File: src/source/tanh_table.mem
// tanh(k/16) in Q8.8, one entry per line for k = 0..63
0000
0010
0020
002F
003F
004D
005C
0069
0076
0083
008E
0099
00A3
00AC
00B4
00BC
00C3
00C9
00CF
00D5
00D9
00DD
00E1
00E5
00E8
00EA
00ED
00EF
00F1
00F3
00F4
00F6
00F7
00F8
00F9
00FA
00FA
00FB
00FC
00FC
00FD
00FD
00FD
00FE
00FE
00FE
00FE
00FF
00FF
00FF
00FF
00FF
00FF
00FF
00FF
00FF
0100
0100
0100
0100
0100
0100
0100
0100

File: src/source/rnn_pkg.sv
`default_nettype none

package rnn_pkg;

	// layer widths
	localparam int FEATURE_SIZE = 4;
	localparam int DENSE_SIZE = 4;
	localparam int GRU_SIZE = 4;
	localparam int GAIN_SIZE = 2;

	// Q8.8 activations, weights read as Q8.8 after sign extension
	typedef logic signed [15:0] act_t;
	typedef logic signed [7:0] coef_t;

	localparam int WT_ADDR_BITS = 8;
	localparam int ACT_ADDR_BITS = 5;
	typedef logic [WT_ADDR_BITS-1:0] wt_addr_t;
	typedef logic [ACT_ADDR_BITS-1:0] act_addr_t;
	typedef logic [2:0] cnt_t;
	typedef logic [2:0] func_t;

	// weight from input k to neuron j sits at base + k * stride + j
	// recurrent gates at column offsets 0 (z), GRU_SIZE (r), 2*GRU_SIZE (candidate)
	localparam wt_addr_t DENSE_W_BASE = '0;
	localparam wt_addr_t DENSE_B_BASE = DENSE_W_BASE + wt_addr_t'(FEATURE_SIZE * DENSE_SIZE);
	localparam wt_addr_t GRU_W_BASE = DENSE_B_BASE + wt_addr_t'(DENSE_SIZE);
	localparam wt_addr_t GRU_U_BASE = GRU_W_BASE + wt_addr_t'(DENSE_SIZE * 3 * GRU_SIZE);
	localparam wt_addr_t GRU_B_BASE = GRU_U_BASE + wt_addr_t'(GRU_SIZE * 3 * GRU_SIZE);
	localparam wt_addr_t OUT_W_BASE = GRU_B_BASE + wt_addr_t'(3 * GRU_SIZE);
	localparam wt_addr_t OUT_B_BASE = OUT_W_BASE + wt_addr_t'(GRU_SIZE * GAIN_SIZE);

	// activation memory regions
	localparam act_addr_t ACT_FEAT = '0;
	localparam act_addr_t ACT_DENSE = ACT_FEAT + act_addr_t'(FEATURE_SIZE);
	localparam act_addr_t ACT_STATE = ACT_DENSE + act_addr_t'(DENSE_SIZE);
	localparam act_addr_t ACT_ZGATE = ACT_STATE + act_addr_t'(GRU_SIZE);
	localparam act_addr_t ACT_RGATE = ACT_ZGATE + act_addr_t'(GRU_SIZE);
	localparam act_addr_t ACT_HNEW = ACT_RGATE + act_addr_t'(GRU_SIZE);
	localparam act_addr_t ACT_GAIN = ACT_HNEW + act_addr_t'(GRU_SIZE);

	localparam act_t ONE_Q = 16'sh0100;
	localparam act_t HALF_Q = 16'sh0080;
	localparam act_t MINUS_ONE_Q = -16'sh0100;

	// activation function select
	localparam func_t FUNC_TANH = 3'd0;
	localparam func_t FUNC_SIGM = 3'd1;
	localparam func_t FUNC_RELU = 3'd2;
	localparam func_t FUNC_GRU = 3'd3;
	localparam func_t FUNC_COPY = 3'd4;

	localparam int TANH_ENTRIES = 64;
	localparam string TANH_FILE = "/design/src/source/tanh_table.mem";

endpackage

`default_nettype wire

File: src/source/activation_unit.sv
`timescale 1ns/10ps
`default_nettype none

module activation_unit
	import rnn_pkg::*;
(
	input  logic  clk,
	input  func_t func_i,
	input  act_t  x_i,
	input  act_t  z_i,
	input  act_t  s_i,
	output act_t  y_o
);

	act_t tanh_mem [TANH_ENTRIES];

	act_t arg;
	logic [15:0] mag;
	act_t ent_q;
	act_t arg_q;
	act_t z_q;
	act_t s_q;
	func_t func_q;
	logic sat_q;
	act_t th;
	act_t sg;
	act_t cand;
	logic signed [31:0] zs;
	logic signed [31:0] zc;

	// entries hold tanh(k/16) for k = 0..63
	initial begin
		$readmemh(TANH_FILE, tanh_mem);
	end

	// sigmoid(x) = tanh(x/2)/2 + 1/2
	assign arg = (func_i == FUNC_SIGM) ? (x_i >>> 1) : x_i;
	assign mag = arg[15] ? -arg : arg;

	always_ff @(posedge clk) begin
		ent_q <= tanh_mem[mag[9:4]];
		sat_q <= |mag[15:10];
		arg_q <= arg;
		func_q <= func_i;
		z_q <= z_i;
		s_q <= s_i;
	end

	// |x| >= 4.0 clamps to +-1
	always_comb begin
		if (sat_q) begin
			th = arg_q[15] ? MINUS_ONE_Q : ONE_Q;
		end else begin
			th = arg_q[15] ? -ent_q : ent_q;
		end
	end

	assign sg = (th >>> 1) + HALF_Q;
	assign cand = arg_q[15] ? '0 : arg_q;

	// h = z*s + (1-z)*c
	assign zs = z_q * s_q;
	assign zc = (ONE_Q - z_q) * cand;

	always_comb begin
		case (func_q)
			FUNC_TANH: y_o = th;
			FUNC_SIGM: y_o = sg;
			FUNC_RELU: y_o = cand;
			FUNC_GRU: y_o = zs[23:8] + zc[23:8];
			default: y_o = s_q;
		endcase
	end

endmodule

`default_nettype wire

File: config.mk
export PLATFORM = sky130hd
export DESIGN_NAME = activation_unit
export DESIGN_NICKNAME = d
export VERILOG_FILES = /design/src/source/rnn_pkg.sv /design/src/source/activation_unit.sv
export SDC_FILE = /design/constraint.sdc
export NUM_CORES = 1
export LEC_CHECK = 0
export BUFFER_PORTS_ARGS = -buffer_cell sky130_fd_sc_hd__clkbuf_2
export CORE_AREA = 2 2 198 200
export DETAILED_ROUTE_END_ITERATION = 12
export DIE_AREA = 0 0 200 202
export PLACE_DENSITY_LB_ADDON = 0.25
export RECOVER_POWER = 25
export SYNTH_ARGS = -nofsm -noshare
export SYNTH_HDL_FRONTEND = slang
export SYNTH_SLANG_ARGS = --single-unit
File: constraint.sdc
create_clock -name clk -period 12.35 [get_ports clk]
set_input_delay 0 -clock clk [delete_from_list [all_inputs] [get_ports clk]]
set_output_delay 0 -clock clk [all_outputs]
set_load 0.1 [all_outputs]
==> results of run 1 <==
## area by class of cell
class	instances	area [sq um]	area share [%]
antenna	1	2.50	0.0135
clock buffer	5	125	0.675
clock inverter	3	28.8	0.155
inverter	454	1700	9.20
multi-input combinational	1357	13900	75.2
sequential	52	1040	5.62
tap	518	648	3.50
timing repair buffer	144	1050	5.66
## sequential cells by signal, indices dropped and copies added (netlist names)
name and flops:
arg_q 16, func_q 3, s_q 16, sat_q 1
z_q 16
## synthesized netlist by cell type, types with 4 or more instances
cell type  number
clkbuf_1       69
dfxtp_1        52
nor2_1        155
nand2_1       268
and2_1         81
a221oi_1        8
xnor2_1        71
fa_1          367
mux2_2         14
a21oi_1        39
inv_1         453
xor2_1         26
o21ai_0        16
xnor3_1         4
o21a_1         15
nor3_1         17
nor2b_1        23
nand2b_1       19
and3_1          5
nor4_1          4
ha_1          148
a21o_1         15
## worst max-delay path, delay by kind of cell (launching register included)
kind	cells	cell delay [ns]
adder cells (fa/ha/maj)	9	3.85
buffers and inverters	5	0.81
XOR/XNOR	4	1.06
flip-flops	1	0.54
AND/OR/NAND/NOR	4	1.20
AO/OA/AOI/OAI	10	2.78
## final timing paths
| check | depth (start not counted) | start | end |
|---|---|---|---|
| hold / removal | 3 | x_i[10] | arg_q[10] |
| setup / recovery | 32 | z_q[0] | y_o[15] |
## stage by stage
step,hold WS (ns),std cells,setup WS (ns),cell area (sq um),util [%]
after floorplan,0.0277,1935,2.63,16900,-
after global placement,0.102,2471,2.45,17800,46.6
after detailed placement,0.104,2471,2.21,17800,46.6
after CTS,0.00757,2533,1.82,18500,48.4
after global routing,0.0157,2534,1.14,18500,48.4
final,0.0152,2534,1.75,18500,48.4
## cells by family (layout without fill, tap and decap cells)
logic type      Yosys count  in the layout  share of synthesized area [%]
simple gates            593            593                           15.6
buf+inv                 526            606                           11.7
fa+ha+maj               515            515                           54.3
compound gates          129            129                           5.37
xor+xnor                104            104                           5.83
flops                    52             52                           6.14
mux                      16             16                           1.05
other cells               0              1                              0
## metal layers
metal  GRT usage [%]  wire length, um
met5               0                0
met4            9.05             1770
met3            3.37             2580
met1            32.7            19800
met2            42.7            23200
## repair_timing
action                    CTS  global route
hold buffers               54             0
gates resized for setup     0             0
buffers inserted            0             0
hold endpoints to repair   52             0
==> results_dict.tcl, run 1 <==
set metrics [dict create \
    status "finished clean" \
    arrival_ns 10.60 \
    criticalPathCategory "reg -> out" \
    final_cell_mix "inv_1 (453), fa_1 (367), nand2_1 (268)" \
    wl_mm 47.3 \
    hpwl_mm 38.8 \
    start_util_pct 44.3 \
    num_rows 72 \
    layout_commonest_cell "inv_1" \
    setup_viol 0 \
    cts_tree "done" \
    clock_tree.buffer_depth 2 \
    hold_path.class "in -> reg" \
    firstDrtPassIters 5 \
    htreeDepth 2 \
    max_cap_violations 0 \
    avgViaCountPerCell 5.13 \
    seq_area_frac_synth_pct 6.14 \
    cp.required_ns 12.35 \
    max_freq_ghz 0.0943 \
    rsz0062_at_grt "false" \
    port_buffers 67 \
    die_h_um 202 \
    synthTopCellsByArea "fa_1 (43%), ha_1 (11%), inv_1 (10%), dfxtp_1 (6.1%), nand2_1 (5.9%)" \
    dieArea_sq_mm 0.0404 \
    wl_per_cell_um 18.7 \
    clk_pin_slew_worst_paths_ns 0.09 \
    grt_overflow 0 \
    synth_area_sq_mm 0.0169 \
    antenna_found_initial 1 \
    yosys_register_bits 52 \
    syn_area_per_cell_sq_um 8.76 \
    cts.sinks 52 \
    async_flop_share_pct 0 \
    nNetsFinal 2581 \
    slew_headroom_pct 16.0 \
    synth_edf_count 0 \
    period_needed_ns 10.60 \
    syn_to_final_growth_pct 9.37 \
    antenna_left 0 \
    hold_viol 0 \
    fin_setup_tns_ns 0 \
    die_w_um 200 \
    synth.net_count 2502 \
    synth_top_area_share_pct 43.4 \
    path_max_fanout 17 \
    grt_pass1_wl_mm 77.3 \
    ioPinCount 68 \
    drtIter0Drc 814 \
    fin_crit_sh_pct 85.9 \
    cpMostUsedCell "fa_1" \
    drive_gt1_share_pct 6.35 \
    drc 0 \
    synthFlopType "dfxtp_1" \
    synth_warnings 0 \
    fillers 3694 \
    grt_pass1_vias 14500 \
    slowest_stage "a2111oi_0" \
    drv_slew 0 \
    worst_slew_pin_slew_ns 1.26 \
    vias 13000 \
    gp_congestion 0.941 \
    grt_usage_pct 25.1 \
    cts_root_buf "clkbuf_16" \
    end_kind "output port" \
    synth_cells 1935 \
    slowest_delay_ns 0.74 \
    startpoint_type "register" \
    yosys.cell_types.count 67 \
    yosysTopAreaCell "fa_1" \
    grt_max_degree 29 \
    cts_buffers 5 \
    core_sq_mm 0.0383 \
]
Power of run 1 is left out: the tool's default activity adds up to more than one toggle a clock period on the data nets, which glitch-free logic cannot reach.
==> run 2, diff against run 1 <==
Settings changed: HOLD_SLACK_MARGIN from default to 0.02.
==> results_dict.tcl, run 2 (same netlist as run 1, synthesis figures left out) <==
set metrics [dict create \
    seqCellArea_sq_mm 0.00104 \
    max_cap_violations 0 \
    reg.largest.list "arg_q: 16 flops, s_q: 16 flops, z_q: 16 flops" \
    crit_end "y_o[15]" \
    port_buffers 67 \
    hold_viol 0 \
    status "finished clean" \
    drc 0 \
    dieArea_sq_mm 0.0404 \
    max_freq_ghz 0.0944 \
    nNetsFinal 2583 \
    cts_tree "done" \
    hpwl_mm 38.8 \
    wl_mm 47.2 \
    hold_path.class "in -> reg" \
    clock_tree.buffer_depth 2 \
    fin_crit_sh_pct 85.8 \
    slew_headroom_pct 16.5 \
    placed_cell_area_sq_mm 0.0178 \
    start_util_pct 44.3 \
    drtIter0Drc 797 \
    critPathLaunch "z_q[0]" \
    die_h_um 202 \
    cts.sinks 52 \
    criticalPathCategory "reg -> out" \
    final_util_pct 48.5 \
    core_sq_mm 0.0383 \
    slowest_stage "a2111oi_0" \
    gp_congestion 0.941 \
    worst_slew_pin_slew_ns 1.25 \
    vias 13000 \
    grt_max_degree 29 \
    design_area_sq_mm 0.0186 \
    post_cts_buffers 0 \
    drv_slew 0 \
    grt_overflow 0 \
    multi_input_area_sq_mm 0.0139 \
    antenna_left 0 \
    cts_buffers 5 \
    final_cell_mix "inv_1 (453), fa_1 (367), nand2_1 (268)" \
    firstDrtPassIters 5 \
    grt_pass1_vias 14600 \
    htreeDepth 2 \
    avgViaCountPerCell 5.11 \
    fillers 3694 \
    clk_pin_slew_worst_paths_ns 0.09 \
    layout_commonest_cell "inv_1" \
    grt_pass1_wl_mm 77.4 \
    ioPinCount 68 \
    whs_ns 0.0963 \
    wl_per_cell_um 18.6 \
    period_needed_ns 10.60 \
    num_rows 72 \
    die_w_um 200 \
    cp.required_ns 12.35 \
    cpMostUsedCell "fa_1" \
    fin_setup_tns_ns 0 \
    slowest_delay_ns 0.75 \
    startpoint_type "register" \
    antenna_found_initial 1 \
    rsz0062_at_grt "false" \
    grt_usage_pct 25.1 \
    path_max_fanout 17 \
    arrival_ns 10.60 \
    cts_root_buf "clkbuf_16" \
    whs_path_depth 3 \
    setup_viol 0 \
    syn_to_final_growth_pct 9.49 \
    end_kind "output port" \
    drive_gt1_share_pct 6.35 \
]
## run 2: worst min-delay path by stage
stage / endpoint / startpoint / slack, ns
after floorplan: arg_q[15] / x_i[15] / 0.03
after global placement: z_q[8] / z_i[8] / 0.10
after detailed placement: s_q[1] / s_i[1] / 0.10
after CTS: arg_q[13] / x_i[13] / 0.08
after global routing: arg_q[13] / x_i[13] / 0.12
final: arg_q[13] / x_i[13] / 0.1
## run 2: final cells by class
type	count	share of cell area, %
clock buffers	5	0.674
diodes	1	0.0135
clock inverters	3	0.155
well taps	518	3.49
repair buffers	146	5.76
multi-input cells	1357	75.1
inverters	454	9.19
flip-flops and latches	52	5.61
## run 2: critical path, delay by kind of cell, from the launching register on
kind,cells,cell delay [ns]
adder cells (fa/ha/maj),9,3.85
buffers and inverters,5,0.82
AND/OR/NAND/NOR,4,1.20
AO/OA/AOI/OAI,10,2.77
flip-flops,1,0.54
XOR/XNOR,4,1.05
## run 2: per-stage QoR
stage / cells / setup WS [ns]
after CTS: 2535 / 1.82
after global routing: 2536 / 1.14
after detailed placement: 2471 / 2.21
after global placement: 2471 / 2.45
final: 2536 / 1.75
after floorplan: 1935 / 2.63
## run 2: repair_timing
action | 4_1_cts | 5_1_grt
hold buffers | 56 | 0
gates resized for setup | 0 | 0
endpoints found under the hold margin | 52 | 0
## run 2: routing by layer
metal / vias up / GRT usage (%) / wire length (um)
met3: 75 / 3.25 / 2650
met5: - / 0 / 0
met4: 0 / 8.89 / 1680
met2: 400 / 42.8 / 23200
met1: 6619 / 32.8 / 19700
li1: 5877 / - / -
Power of run 2 is left out for the same reason.
==> run 3, diff against run 2 <==
Settings changed: CORE_AREA 2 2 198 200 to 2 2 228 174, DIE_AREA 0 0 200 202 to 0 0 230 176, SLEW_MARGIN from default to 40.
==> results_dict.tcl, run 3 (same netlist as run 1, synthesis figures left out) <==
set metrics [dict create \
    status "finished clean" \
    reg.largest.list "arg_q: 16 flops, s_q: 16 flops, z_q: 16 flops" \
    num_rows 62 \
    slowest_stage "xor2_1" \
    min_from "x_i[14]" \
    post_cts_buffers 0 \
    fin_crit_sh_pct 87.0 \
    dieArea_sq_mm 0.0405 \
    period_needed_ns 10.75 \
    cts.repair.resized 0 \
    htreeDepth 2 \
    drc 0 \
    rsz0062_at_grt "false" \
    startpoint_type "register" \
    grt_overflow 0 \
    gp_congestion 0.931 \
    drtIter0Drc 914 \
    worst_slew_pin_slew_ns 0.883 \
    syn_to_final_growth_pct 9.62 \
    multi_input_area_sq_mm 0.0140 \
    critPathLaunch "z_q[1]" \
    hold_viol 0 \
    vias 13000 \
    slew_headroom_pct 40.9 \
    antenna_found_initial 0 \
    hpwl_mm 40.2 \
    cts_buffers 5 \
    max_freq_ghz 0.0930 \
    cp.required_ns 12.35 \
    grt_pass1_vias 14300 \
    start_util_pct 44.6 \
    max_cap_violations 0 \
    clock_tree.buffer_depth 2 \
    cts_tree "done" \
    avgViaCountPerCell 5.14 \
    path_max_fanout 11 \
    grt_usage_pct 25.3 \
    cts_root_buf "clkbuf_16" \
    ioPinCount 68 \
    clk_pin_slew_worst_paths_ns 0.08 \
    diodes 0 \
    final_cell_mix "inv_1 (453), fa_1 (367), nand2_1 (268)" \
    layout_commonest_cell "inv_1" \
    fillers 3662 \
    whs_path_depth 2 \
    wl_per_cell_um 19.2 \
    port_buffers 67 \
    cpMostUsedCell "fa_1" \
    wl_mm 48.6 \
    arrival_ns 10.75 \
    seqCellArea_sq_mm 0.00105 \
    firstDrtPassIters 5 \
    criticalPathCategory "reg -> out" \
    fin_setup_tns_ns 0 \
    grt_pass1_wl_mm 78.4 \
    antenna_left 0 \
    die_w_um 230 \
    hold_path.class "in -> reg" \
    drv_slew 0 \
    setup_viol 0 \
    die_h_um 176 \
    slowest_delay_ns 0.70 \
    end_kind "output port" \
    drive_gt1_share_pct 6.99 \
    cts.sinks 52 \
    nNetsFinal 2583 \
    core_sq_mm 0.0380 \
    grt_max_degree 29 \
]
run 3: changes by cell type in the layout (fill, tap and decap cells not counted), sizes merged:
cell	delta
diode	-1
buf	+2
dlygate4sd3	-2
run 3: metrics by stage:
stage          hold WS (ns)  std cells  util [%]  setup WS [ns]  area (sq um)
3_3_place_gp          0.103       2467      46.9           2.19         17800
4_1_cts              0.0238       2529      48.8           1.67         18600
2_1_floorplan        0.0277       1935         -           2.63         16900
3_5_place_dp          0.104       2467      47.0           2.07         17900
5_1_grt              0.0409       2529      48.9           1.04         18600
6_report             0.0549       2529      48.9           1.60         18600
run 3: metal layers:
metal	global-route usage, %	routed length, um	vias up
li1	-	-	5878
met1	35.4	21700	6501
met2	38.5	20800	531
met3	7.46	4600	91
met4	6.64	1390	0
met5	0	0	-
run 3: layout make-up:
class	count	area share [%]
Multi-Input combinational cell	1357	75.2
Inverter	454	9.18
Timing Repair Buffer	146	5.73
Sequential cell	52	5.64
Tap cell	512	3.45
Clock buffer	5	0.674
Clock inverter	3	0.155
run 3: worst paths after layout:
kind / endpoint / slack [ns]
hold / removal: arg_q[14] / 0.05
setup / recovery: y_o[15] / 1.60
run 3: worst max-delay path, delay by kind of cell (launching register included):
family / cells / cell delay [ns]
AND/OR/NAND/NOR: 6 / 1.43
flip-flops: 1 / 0.42
adder cells (fa/ha/maj): 9 / 4.00
AO/OA/AOI/OAI: 11 / 2.28
XOR/XNOR: 4 / 1.40
buffers and inverters: 5 / 0.89
run 3: timing repair:
action,4_1_cts,5_1_grt
endpoints found under the setup margin,0,0
hold buffers,54,0
hold endpoints to repair,50,0
Power of run 3 is left out for the same reason.
