--- src/source/tanh_table.mem ---
// tanh(k/16) in Q8.8, one entry per line for k = 0..63
0000
0010
0020
002F
003F
004D
005C
0069
0076
0083
008E
0099
00A3
00AC
00B4
00BC
00C3
00C9
00CF
00D5
00D9
00DD
00E1
00E5
00E8
00EA
00ED
00EF
00F1
00F3
00F4
00F6
00F7
00F8
00F9
00FA
00FA
00FB
00FC
00FC
00FD
00FD
00FD
00FE
00FE
00FE
00FE
00FF
00FF
00FF
00FF
00FF
00FF
00FF
00FF
00FF
0100
0100
0100
0100
0100
0100
0100
0100

--- src/source/rnn_pkg.sv ---
`default_nettype none

package rnn_pkg;

	// layer widths
	localparam int FEATURE_SIZE = 4;
	localparam int DENSE_SIZE = 4;
	localparam int GRU_SIZE = 4;
	localparam int GAIN_SIZE = 2;

	// Q8.8 activations, weights read as Q8.8 after sign extension
	typedef logic signed [15:0] act_t;
	typedef logic signed [7:0] coef_t;

	localparam int WT_ADDR_BITS = 8;
	localparam int ACT_ADDR_BITS = 5;
	typedef logic [WT_ADDR_BITS-1:0] wt_addr_t;
	typedef logic [ACT_ADDR_BITS-1:0] act_addr_t;
	typedef logic [2:0] cnt_t;
	typedef logic [2:0] func_t;

	// weight from input k to neuron j sits at base + k * stride + j
	// recurrent gates at column offsets 0 (z), GRU_SIZE (r), 2*GRU_SIZE (candidate)
	localparam wt_addr_t DENSE_W_BASE = '0;
	localparam wt_addr_t DENSE_B_BASE = DENSE_W_BASE + wt_addr_t'(FEATURE_SIZE * DENSE_SIZE);
	localparam wt_addr_t GRU_W_BASE = DENSE_B_BASE + wt_addr_t'(DENSE_SIZE);
	localparam wt_addr_t GRU_U_BASE = GRU_W_BASE + wt_addr_t'(DENSE_SIZE * 3 * GRU_SIZE);
	localparam wt_addr_t GRU_B_BASE = GRU_U_BASE + wt_addr_t'(GRU_SIZE * 3 * GRU_SIZE);
	localparam wt_addr_t OUT_W_BASE = GRU_B_BASE + wt_addr_t'(3 * GRU_SIZE);
	localparam wt_addr_t OUT_B_BASE = OUT_W_BASE + wt_addr_t'(GRU_SIZE * GAIN_SIZE);

	// activation memory regions
	localparam act_addr_t ACT_FEAT = '0;
	localparam act_addr_t ACT_DENSE = ACT_FEAT + act_addr_t'(FEATURE_SIZE);
	localparam act_addr_t ACT_STATE = ACT_DENSE + act_addr_t'(DENSE_SIZE);
	localparam act_addr_t ACT_ZGATE = ACT_STATE + act_addr_t'(GRU_SIZE);
	localparam act_addr_t ACT_RGATE = ACT_ZGATE + act_addr_t'(GRU_SIZE);
	localparam act_addr_t ACT_HNEW = ACT_RGATE + act_addr_t'(GRU_SIZE);
	localparam act_addr_t ACT_GAIN = ACT_HNEW + act_addr_t'(GRU_SIZE);

	localparam act_t ONE_Q = 16'sh0100;
	localparam act_t HALF_Q = 16'sh0080;
	localparam act_t MINUS_ONE_Q = -16'sh0100;

	// activation function select
	localparam func_t FUNC_TANH = 3'd0;
	localparam func_t FUNC_SIGM = 3'd1;
	localparam func_t FUNC_RELU = 3'd2;
	localparam func_t FUNC_GRU = 3'd3;
	localparam func_t FUNC_COPY = 3'd4;

	localparam int TANH_ENTRIES = 64;
	localparam string TANH_FILE = "/design/src/source/tanh_table.mem";

endpackage

`default_nettype wire

--- src/source/layer_sequencer.sv ---
`timescale 1ns/10ps
`default_nettype none

module layer_sequencer
	import rnn_pkg::*;
(
	input  logic      clk,
	input  logic      rst,
	input  logic      feat_valid_i,
	input  logic      gain_ready_i,
	output logic      feat_ready_o,
	output logic      gain_valid_o,
	output wt_addr_t  wt_raddr_o,
	output act_addr_t act_raddr_a_o,
	output act_addr_t act_raddr_b_o,
	output act_addr_t act_waddr_o,
	output logic      act_we_o,
	output logic      act_wsel_o,
	output logic      mac_clear_o,
	output logic      mac_en_o,
	output logic      mac_bias_o,
	output logic      mac_gate_o,
	output func_t     act_func_o
);

	typedef enum logic [2:0] {
		S_CLR, S_IN, S_DENSE, S_GRU1, S_GRU2, S_COPY, S_OUT, S_GAINS
	} state_t;
	typedef enum logic [1:0] {PH_BIAS, PH_IN, PH_REC, PH_ACT} phase_t;

	state_t state_q;
	phase_t phase_q;
	cnt_t nrn_q;
	cnt_t in_q;
	cnt_t rec_q;
	logic gain_vld_q;

	cnt_t n_last;
	cnt_t m_last;
	logic has_rec;
	wt_addr_t w_base;
	wt_addr_t b_base;
	wt_addr_t stride;
	wt_addr_t col;
	act_addr_t in_base;
	act_addr_t out_base;
	func_t func;

	logic compute;
	logic iss_act;
	logic feat_fire;
	logic gain_fire;
	logic we_d1;
	logic we_d2;
	act_addr_t waddr_d1;
	act_addr_t waddr_d2;

	// layer shape, defaults describe the recurrent layer
	always_comb begin
		n_last = cnt_t'(GRU_SIZE - 1);
		m_last = cnt_t'(DENSE_SIZE - 1);
		has_rec = 1'b0;
		w_base = GRU_W_BASE;
		b_base = GRU_B_BASE;
		stride = wt_addr_t'(3 * GRU_SIZE);
		col = wt_addr_t'(nrn_q);
		in_base = ACT_DENSE;
		out_base = ACT_STATE;
		func = FUNC_RELU;
		case (state_q)
			S_DENSE: begin
				n_last = cnt_t'(DENSE_SIZE - 1);
				m_last = cnt_t'(FEATURE_SIZE - 1);
				w_base = DENSE_W_BASE;
				b_base = DENSE_B_BASE;
				stride = wt_addr_t'(DENSE_SIZE);
				in_base = ACT_FEAT;
				out_base = ACT_DENSE;
				func = FUNC_TANH;
			end
			S_GRU1: begin
				// z and r gates run as one row, written to ZGATE then RGATE
				n_last = cnt_t'(2 * GRU_SIZE - 1);
				has_rec = 1'b1;
				out_base = ACT_ZGATE;
				func = FUNC_SIGM;
			end
			S_GRU2: begin
				has_rec = 1'b1;
				col = wt_addr_t'(nrn_q) + wt_addr_t'(2 * GRU_SIZE);
				out_base = ACT_HNEW;
				func = FUNC_GRU;
			end
			S_COPY: begin
				func = FUNC_COPY;
			end
			S_OUT: begin
				n_last = cnt_t'(GAIN_SIZE - 1);
				m_last = cnt_t'(GRU_SIZE - 1);
				w_base = OUT_W_BASE;
				b_base = OUT_B_BASE;
				stride = wt_addr_t'(GAIN_SIZE);
				in_base = ACT_STATE;
				out_base = ACT_GAIN;
				func = FUNC_SIGM;
			end
			default: begin
			end
		endcase
	end

	assign compute = (state_q == S_DENSE) || (state_q == S_GRU1) ||
		(state_q == S_GRU2) || (state_q == S_OUT);
	assign iss_act = (compute && (phase_q == PH_ACT)) || (state_q == S_CLR) ||
		(state_q == S_COPY);

	// hold off input while result writes are still in flight
	assign feat_ready_o = (state_q == S_IN) && !we_d1 && !we_d2;
	assign feat_fire = feat_valid_i && feat_ready_o;
	assign gain_valid_o = gain_vld_q;
	assign gain_fire = gain_vld_q && gain_ready_i;

	always_comb begin
		wt_raddr_o = b_base + col;
		act_raddr_a_o = in_base + act_addr_t'(in_q);
		act_raddr_b_o = ACT_RGATE + act_addr_t'(rec_q);
		case (phase_q)
			PH_IN: begin
				wt_raddr_o = w_base + wt_addr_t'(in_q) * stride + col;
			end
			PH_REC: begin
				wt_raddr_o = GRU_U_BASE + wt_addr_t'(rec_q) * stride + col;
				act_raddr_a_o = ACT_STATE + act_addr_t'(rec_q);
			end
			PH_ACT: begin
				// z and old state for the combine
				act_raddr_a_o = ACT_ZGATE + act_addr_t'(nrn_q);
				act_raddr_b_o = ACT_STATE + act_addr_t'(nrn_q);
			end
			default: begin
			end
		endcase
		if (state_q == S_COPY) begin
			act_raddr_b_o = ACT_HNEW + act_addr_t'(nrn_q);
		end
		if (state_q == S_GAINS) begin
			act_raddr_b_o = ACT_GAIN + act_addr_t'(nrn_q);
		end
	end

	// mac and activation inputs follow the read by one cycle, the write by two
	always_ff @(posedge clk) begin
		if (rst) begin
			mac_clear_o <= 1'b0;
			mac_en_o <= 1'b0;
			mac_bias_o <= 1'b0;
			mac_gate_o <= 1'b0;
			we_d1 <= 1'b0;
			we_d2 <= 1'b0;
		end else begin
			mac_clear_o <= (state_q == S_CLR);
			mac_en_o <= compute && ((phase_q == PH_IN) || (phase_q == PH_REC));
			mac_bias_o <= compute && (phase_q == PH_BIAS);
			mac_gate_o <= (state_q == S_GRU2) && (phase_q == PH_REC);
			we_d1 <= iss_act;
			we_d2 <= we_d1;
		end
	end

	always_ff @(posedge clk) begin
		act_func_o <= func;
		waddr_d1 <= out_base + act_addr_t'(nrn_q);
		waddr_d2 <= waddr_d1;
	end

	assign act_we_o = we_d2 || feat_fire;
	assign act_wsel_o = we_d2;
	assign act_waddr_o = we_d2 ? waddr_d2 : ACT_FEAT + act_addr_t'(in_q);

	always_ff @(posedge clk) begin
		if (rst) begin
			state_q <= S_CLR;
			phase_q <= PH_BIAS;
			nrn_q <= '0;
			in_q <= '0;
			rec_q <= '0;
			gain_vld_q <= 1'b0;
		end else begin
			case (state_q)
				S_CLR, S_COPY: begin
					if (nrn_q == cnt_t'(GRU_SIZE - 1)) begin
						nrn_q <= '0;
						state_q <= (state_q == S_CLR) ? S_IN : S_OUT;
					end else begin
						nrn_q <= nrn_q + 1'b1;
					end
				end
				S_IN: begin
					if (feat_fire) begin
						if (in_q == cnt_t'(FEATURE_SIZE - 1)) begin
							in_q <= '0;
							state_q <= S_DENSE;
						end else begin
							in_q <= in_q + 1'b1;
						end
					end
				end
				S_GAINS: begin
					// address settles one cycle before valid rises
					if (gain_fire) begin
						gain_vld_q <= 1'b0;
						if (nrn_q == cnt_t'(GAIN_SIZE - 1)) begin
							nrn_q <= '0;
							state_q <= S_IN;
						end else begin
							nrn_q <= nrn_q + 1'b1;
						end
					end else begin
						gain_vld_q <= 1'b1;
					end
				end
				default: begin
					case (phase_q)
						PH_BIAS: begin
							phase_q <= PH_IN;
						end
						PH_IN: begin
							if (in_q == m_last) begin
								in_q <= '0;
								phase_q <= has_rec ? PH_REC : PH_ACT;
							end else begin
								in_q <= in_q + 1'b1;
							end
						end
						PH_REC: begin
							if (rec_q == cnt_t'(GRU_SIZE - 1)) begin
								rec_q <= '0;
								phase_q <= PH_ACT;
							end else begin
								rec_q <= rec_q + 1'b1;
							end
						end
						PH_ACT: begin
							phase_q <= PH_BIAS;
							if (nrn_q == n_last) begin
								nrn_q <= '0;
								case (state_q)
									S_DENSE: state_q <= S_GRU1;
									S_GRU1: state_q <= S_GRU2;
									S_GRU2: state_q <= S_COPY;
									default: state_q <= S_GAINS;
								endcase
							end else begin
								nrn_q <= nrn_q + 1'b1;
							end
						end
					endcase
				end
			endcase
		end
	end

endmodule

`default_nettype wire

--- config.mk ---
export PLATFORM = sky130hd
export DESIGN_NAME = layer_sequencer
export DESIGN_NICKNAME = d
export VERILOG_FILES = /design/src/source/rnn_pkg.sv /design/src/source/layer_sequencer.sv
export SDC_FILE = /design/constraint.sdc
export NUM_CORES = 1
export LEC_CHECK = 0
export BUFFER_PORTS_ARGS = -buffer_cell sky130_fd_sc_hd__buf_2
export CAP_MARGIN = 40
export CELL_PAD_IN_SITES_DETAIL_PLACEMENT = 0
export CELL_PAD_IN_SITES_GLOBAL_PLACEMENT = 1
export CORE_ASPECT_RATIO = 1.25
export CORE_MARGIN = 1.5
export CORE_UTILIZATION = 44
export DETAILED_ROUTE_END_ITERATION = 12
export MAX_ROUTING_LAYER = met4
export PLACE_DENSITY_LB_ADDON = 0.25
export SLEW_MARGIN = 0
export SYNTH_ARGS = -nofsm -noshare
export SYNTH_HDL_FRONTEND = slang
export SYNTH_SLANG_ARGS = --single-unit
--- constraint.sdc ---
create_clock -name clk -period 6.9 [get_ports clk]
set_clock_uncertainty 0.1 [all_clocks]
set_input_delay 1.38 -clock clk [delete_from_list [all_inputs] [get_ports clk]]
set_output_delay 1.38 -clock clk [all_outputs]
set_load 0.1 [all_outputs]
==> results.json, run 1 <==
{
  "timing.critical_path.from": "state_q[0]",
  "drc": 0,
  "critPathMaxFanout": 11,
  "synth_xor_area_share_pct": 2.34,
  "crit_path_end_kind": "primary output",
  "p_per_area_nw_per_um2": 419,
  "final.setup.tns_ns": 0,
  "place.gp.congestion": 0.824,
  "p_clk_share_pct": 11.4,
  "worstSetupPathType": "reg2out",
  "reg2reg_depth": 6,
  "antenna_left": 0,
  "ys_ff_latch": 34,
  "nNetsFinal": 440,
  "hold_class": "reg2reg",
  "power_frac_seq_pct": 20.9,
  "diodes": 0,
  "timing.rr.start": "phase_q[1]",
  "irDropWorstVdd_mv": 0.352,
  "outcome": "finished, final reports clean",
  "min-delay-start": "waddr_d1[2]",
  "synthCells": 352,
  "die_x_um": 76.7,
  "drtIter0Drc": 119,
  "initial_utilization_pct": 45.5,
  "syn_area_per_cell_um2": 8.50,
  "clock-sinks": 34,
  "ys_seq_area_share_pct": 22.8,
  "ys_top_cells_by_area": "dfxtp_1 (23%), ha_1 (18%), fa_1 (8.0%)",
  "place_area_um2": 3220,
  "rows": 33,
  "period_share_pct": 93.7,
  "core_area_um2": 6570,
  "die_h_um": 95.2,
  "grt_max_degree": 30,
  "fmax_ghz": 0.155,
  "cts_resized": 0,
  "reg2reg_to": "nrn_q[1]",
  "synthFlopType": "dfxtp_1",
  "worst_slew_pin_slew_ns": 0.781,
  "hold_depth": 0,
  "combPwrFrac_pct": 67.7,
  "numPortBuffers": 37,
  "synth_top_family_by_area": "adder cells",
  "area_growth_pct": 10.8,
  "hpwl_um": 5680,
  "synth.mux.area_fraction_pct": 2.85,
  "timing.final.crit_period_ns": 6.46,
  "synth-edff-count": 0,
  "r2r_slack_ns": 4.43,
  "ctsLongestPathBuffers": 2,
  "wl_per_cell_um": 16.2,
  "yosys.area.top_type": "dfxtp_1",
  "cap_viol_max_count": 0,
  "setup_viol": 0,
  "yosys.area_share.simple_pct": 18.3,
  "syn-cell-area_um2": 2990,
  "postCtsSetupBuffers": 0,
  "globalRoute.totalOverflow": 0,
  "grt_pass1_wl_um": 12400,
  "dpl_worst_slack_ns": 0.675,
  "yosys.area.top_type_share_pct": 22.8,
  "htree_levels": 2,
  "synth_compound_area_share_pct": 19.8,
  "swShare_pct": 61.1,
  "vias": 2572,
  "firstDrtPassIters": 4,
  "p_switching_mw": 0.849,
  "hold-worst-slack_ns": 0.228,
  "cts_tree": "built",
  "fin_area_um2": 3310,
  "ys_async_sr_fraction_pct": 0,
  "ys_types": 59,
  "worstPathArrival_ns": 4.98,
  "io-pin-count": 38,
  "power_leakage_nw": 1.68,
  "cts_buffers": 5,
  "synth_nets": 412,
  "synth-warning-count": 0,
  "cts_root_buf": "clkbuf_8",
  "grt_pass1_vias": 2523,
  "clock_latency_ns": 0.29,
  "rsz0062_at_grt": "false",
  "startpoint_type": "flip-flop",
  "layout_setup_ws_ns": 0.437,
  "drive_above_1_share_pct": 15.0,
  "power.internal_mw": 0.541,
  "avgViaCountPerCell": 5.50,
  "routed_wl_um": 7560,
  "cts_hold_buffers": 0,
  "slew_violations": 0,
  "slew_headroom_pct": 47.9,
  "antenna_found_initial": 0,
  "crit_required_ns": 5.42,
  "dieArea_um2": 7300,
  "grt_usage_pct": 22.3,
  "path_clk_slew_ns": 0.07,
  "synth_adder_area_share_pct": 26.4,
  "holdPathEnd": "waddr_d2[2]",
  "hold_viol": 0
}
## stage by stage
step	utilization, %	total power, mW	std cells
final	50.5	1.39	468
after global routing	50.5	1.47	468
after CTS	50.4	1.39	468
after detailed placement	49.0	1.23	460
after global placement	49.0	1.23	460
after floorplan	-	1.06	352
## kinds of logic (layout without fill, tap and decap cells)
| kind of cell | after synthesis | in the layout |
|---|---|---|
| flip-flops | 34 | 34 |
| buffers and inverters | 56 | 85 |
| multiplexers | 8 | 8 |
| adder cells (fa/ha/maj) | 56 | 56 |
| XOR/XNOR | 8 | 8 |
| AND/OR/NAND/NOR | 108 | 108 |
| AO/OA/AOI/OAI | 82 | 82 |
## cell type report
type	count	area (µm²)
flip-flops and latches	34	681
clock buffers	6	82.6
repair buffers	38	195
inverters	39	146
well taps	87	109
fillers	643	3250
multi-input cells	262	2090
clock inverters	2	12.5
## placed cells by master, fill, tap and decap left out, types with 6 or more instances in the layout
master	Yosys	layout
a21oi_1	22	22
a22oi_1	6	6
and2_1	8	8
buf_2	4	36
clkbuf_8	0	6
dfxtp_1	34	34
fa_1	12	12
ha_1	44	44
inv_1	37	37
nand2_1	30	30
nand2b_1	14	14
nor2_1	22	22
nor2b_1	7	7
nor3_1	6	6
o21ai_0	6	6
## state kept, by name, indices dropped and copies added (netlist names), 2 cells and up
register,cells
waddr_d2,5
state_q,3
phase_q,2
nrn_q,3
act_func_o,3
waddr_d1,5
in_q,3
rec_q,3
## Yosys cell counts, drive strengths merged, types with 8 or more instances
cell and count:
nand2 30, a21oi 22, clkbuf 9, nand2b 14, inv 38, dfxtp 34, nor2 22, fa 12
ha 44, o21ai 9, and2 9, buf 8
## metal layers
| metal | global-route usage (%) | up-vias | routed length (µm) |
|---|---|---|---|
| li1 | - | 1269 | - |
| met1 | 25.6 | 1245 | 3170 |
| met2 | 40.8 | 50 | 4040 |
| met3 | 2.30 | 8 | 258 |
| met4 | 7.41 | 0 | 95 |
| met5 | - | - | 0 |
## how the worst max path moves through the flow
stage | end | slack [ns] | depth (start not counted)
floorplan | wt_raddr_o[7] | 0.35 | 17
global placement | wt_raddr_o[7] | 0.80 | 17
detailed placement | wt_raddr_o[7] | 0.68 | 17
CTS | wt_raddr_o[7] | 0.35 | 17
global route | wt_raddr_o[7] | 0.04 | 17
finish | wt_raddr_o[7] | 0.44 | 17
## power groups by stage
stage,Clock [mW],Sequential (mW),Combinational (mW)
finish,0.158,0.291,0.940
global placement,0,0.294,0.931
CTS,0.162,0.292,0.940
detailed placement,0,0.295,0.937
global route,0.170,0.297,1.01
floorplan,0,0.324,0.736
## worst max-delay path: stages, from the launching register on
cell and delay [ns]:
dfxtp_1 0.34, inv_1 0.15, ha_1 0.41, nand2_1 0.35, inv_2 0.27, nand2_1 0.11, fa_1 0.54, inv_1 0.05
fa_1 0.47, ha_1 0.30, ha_1 0.23, fa_1 0.40, a21o_1 0.19, a21oi_1 0.16, xnor2_1 0.09, a221oi_1 0.28
nor2_1 0.06, clkbuf_4 0.28
Note: power is estimated with default switching activity, not from simulation.
==> inputs of run 2 (changes only) <==
Settings changed: ABC_AREA set to 1, BUFFER_PORTS_ARGS -buffer_cell sky130_fd_sc_hd__buf_2 to -buffer_cell sky130_fd_sc_hd__buf_4, CORE_UTILIZATION 44 to 42.
==> run 2 against run 1 <==
  * Synthesized cell count grew 11%
  * Setup slack improved by 0.46 ns
  * Final area shrank 1.4%
  * Total power is 7.2% higher
  * Clock-buffer cell count did not move
  * Critical endpoint unchanged
  * Largest power group unchanged
==> results.json, run 2 <==
{
  "routed_wl_um": 7260,
  "io-pin-count": 38,
  "slew_headroom_pct": 66.1,
  "htree_levels": 2,
  "critical_path.cell_chain": "inv_1 > ha_1 > nand2_2 > inv_2 > nand2_1 > fa_1 > inv_1 > fa_1 > ha_1 > ha_1 > fa_1 > nand2_1 > nand2_1 > a21oi_1 > nor2_1 > nor2_1 > nand2_1 > nand2_1 > nand2_1 > nand2_1 > buf_4",
  "timing.rr.start": "state_q[0]",
  "worstPathArrival_ns": 4.52,
  "wl_met3_um": 206,
  "crit_slowest_cell": "fa_1",
  "die_x_um": 76.4,
  "synth-warning-count": 0,
  "worst_slew_pin_slew_ns": 0.508,
  "outcome": "finished, final reports clean",
  "syn_area_per_cell_um2": 7.24,
  "yosys.area_share.simple_pct": 23.9,
  "holdPathEnd": "waddr_d2[2]",
  "cts_resized": 0,
  "drive_above_1_share_pct": 12.9,
  "grt_pass1_wl_um": 12200,
  "synth_adder_area_share_pct": 28.0,
  "drc": 0,
  "synth_xor_area_share_pct": 1.24,
  "slew_violations": 0,
  "globalRoute.totalOverflow": 0,
  "numPortBuffers": 37,
  "reg2reg_depth": 9,
  "highest_layer": "met4",
  "place.gp.congestion": 0.899,
  "ys_top_cells_by_area": "dfxtp_1 (24%), ha_1 (19%), nand2_1 (11%)",
  "reg_top3": "waddr_d1 (5), waddr_d2 (5)",
  "p_per_area_nw_per_um2": 456,
  "final_common_cell": "nand2_1",
  "setup_viol": 0,
  "cap_viol_max_count": 0,
  "core_area_um2": 6520,
  "ys_ff_latch": 34,
  "yosys.area.top_type_share_pct": 24.1,
  "slowest_delay_ns": 0.54,
  "area_growth_pct": 15.6,
  "die_h_um": 94.7,
  "r2r_slack_ns": 4.76,
  "synth-edff-count": 0,
  "yosys.area.top_type": "dfxtp_1",
  "crit_buf_inv": 4,
  "cts_root_buf": "clkbuf_8",
  "irDropWorstVdd_mv": 0.326,
  "crit_required_ns": 5.42,
  "period_share_pct": 87.0,
  "dr_wl_met2_um": 3660,
  "synth_nets": 450,
  "grt_pass1_vias": 2551,
  "wirelength_met1_um": 3170,
  "diodes": 0,
  "hold_depth": 0,
  "crit_path_end_kind": "primary output",
  "min-delay-start": "waddr_d1[2]",
  "firstDrtPassIters": 4,
  "synthFlopType": "dfxtp_1",
  "synth.most_common_cell": "nand2_1",
  "ys_async_sr_fraction_pct": 0,
  "cts_tree": "built",
  "cpLargestDelayFamily": "adder cells",
  "synth.mux.area_fraction_pct": 0,
  "synthCells": 390,
  "fmax_ghz": 0.167,
  "synth_compound_area_share_pct": 12.8,
  "ctsLongestPathBuffers": 2,
  "clock_latency_ns": 0.29,
  "final.setup.tns_ns": 0,
  "power_leakage_nw": 1.71,
  "clock-sinks": 34,
  "hold_class": "reg2reg",
  "synthTopCellsByCount": "nand2_1 (86), inv_1 (62), ha_1 (44), dfxtp_1 (34), nor2_1 (34)",
  "initial_utilization_pct": 43.3,
  "crit_top_cell": "nand2_1",
  "nNetsFinal": 485,
  "grt_max_degree": 15,
  "avgViaCountPerCell": 4.98,
  "antenna_left": 0,
  "rows": 33,
  "drtIter0Drc": 113,
  "timing.final.crit_period_ns": 6.00,
  "ys_seq_area_share_pct": 24.1,
  "antenna_found_initial": 0,
  "dieArea_um2": 7230,
  "grt_usage_pct": 22.3,
  "cts_hold_buffers": 0,
  "hold-worst-slack_ns": 0.224,
  "startpoint_type": "flip-flop",
  "path_clk_slew_ns": 0.07,
  "synth_top_family_by_area": "adder cells",
  "layout_common_cells": "nand2_1 (86), inv_1 (62), ha_1 (44)",
  "post-route-util_pct": 50.1,
  "wl_per_cell_um": 14.2,
  "syn-cell-area_um2": 2830,
  "hpwl_um": 5830,
  "postCtsSetupBuffers": 0,
  "vias": 2557,
  "rsz0062_at_grt": "false",
  "cts_buffers": 5,
  "worstSetupPathType": "reg2out",
  "reg2reg_to": "waddr_d1[4]",
  "ys_types": 35,
  "hold_viol": 0,
  "critPathMaxFanout": 14
}
[run 2: cell types whose count changed in the layout (fill, tap and decap cells not counted), sizes merged, moves of 9 or more]
cell	before	now
and2	9	0
inv	38	63
nand2	30	89
nand2b	14	0
nand3	5	23
nor2	22	35
o21ai	9	23
[run 2: area by class of cell]
type / instances / area (µm²)
clock buffer: 6 / 82.6
clock inverter: 2 / 12.5
fill: 709 / 3260
inverter: 65 / 244
multi-input combinational: 282 / 1860
sequential: 34 / 681
tap: 87 / 109
timing repair buffer: 37 / 278
[run 2: metrics by stage]
step | std cells | total power, mW | worst slack, ns | area (µm²)
floorplan | 390 | 1.11 | 1.03 | 2830
global placement | 505 | 1.34 | 1.25 | 3170
detailed placement | 505 | 1.34 | 1.17 | 3170
CTS | 513 | 1.50 | 0.852 | 3270
global route | 513 | 1.60 | 0.543 | 3270
finish | 513 | 1.49 | 0.897 | 3270
[run 2: worst max path at each step]
| stage | from | endpoint | slack [ns] | depth (start not counted) |
|---|---|---|---|---|
| 2_1_floorplan | state_q[0] | wt_raddr_o[4] | 1.03 | 14 |
| 3_3_place_gp | state_q[0] | wt_raddr_o[7] | 1.25 | 21 |
| 3_5_place_dp | state_q[0] | wt_raddr_o[7] | 1.17 | 21 |
| 4_1_cts | state_q[0] | wt_raddr_o[7] | 0.85 | 21 |
| 5_1_grt | state_q[0] | wt_raddr_o[7] | 0.54 | 21 |
| 6_report | state_q[0] | wt_raddr_o[7] | 0.90 | 21 |
[run 2: cell families (layout without fill, tap and decap cells)]
logic type | count (synthesis) | after routing
AND/OR/NAND/NOR | 157 | 157
buffers and inverters | 74 | 110
AO/OA/AOI/OAI | 65 | 65
adder cells (fa/ha/maj) | 56 | 56
flip-flops | 34 | 34
XOR/XNOR | 4 | 4
[run 2: power breakdown]
group | switching, mW | total, mW | internal (mW)
Combinational | 0.785 | 1.02 | 0.237
Clock | 0.0773 | 0.157 | 0.0802
Sequential | 0.0550 | 0.310 | 0.254
[run 2: routing by layer]
metal  track usage [%]  vias up
met5                 -        -
met4              9.41        0
met3              2.32       14
met2              40.6       46
met1              25.1     1176
li1                  -     1321
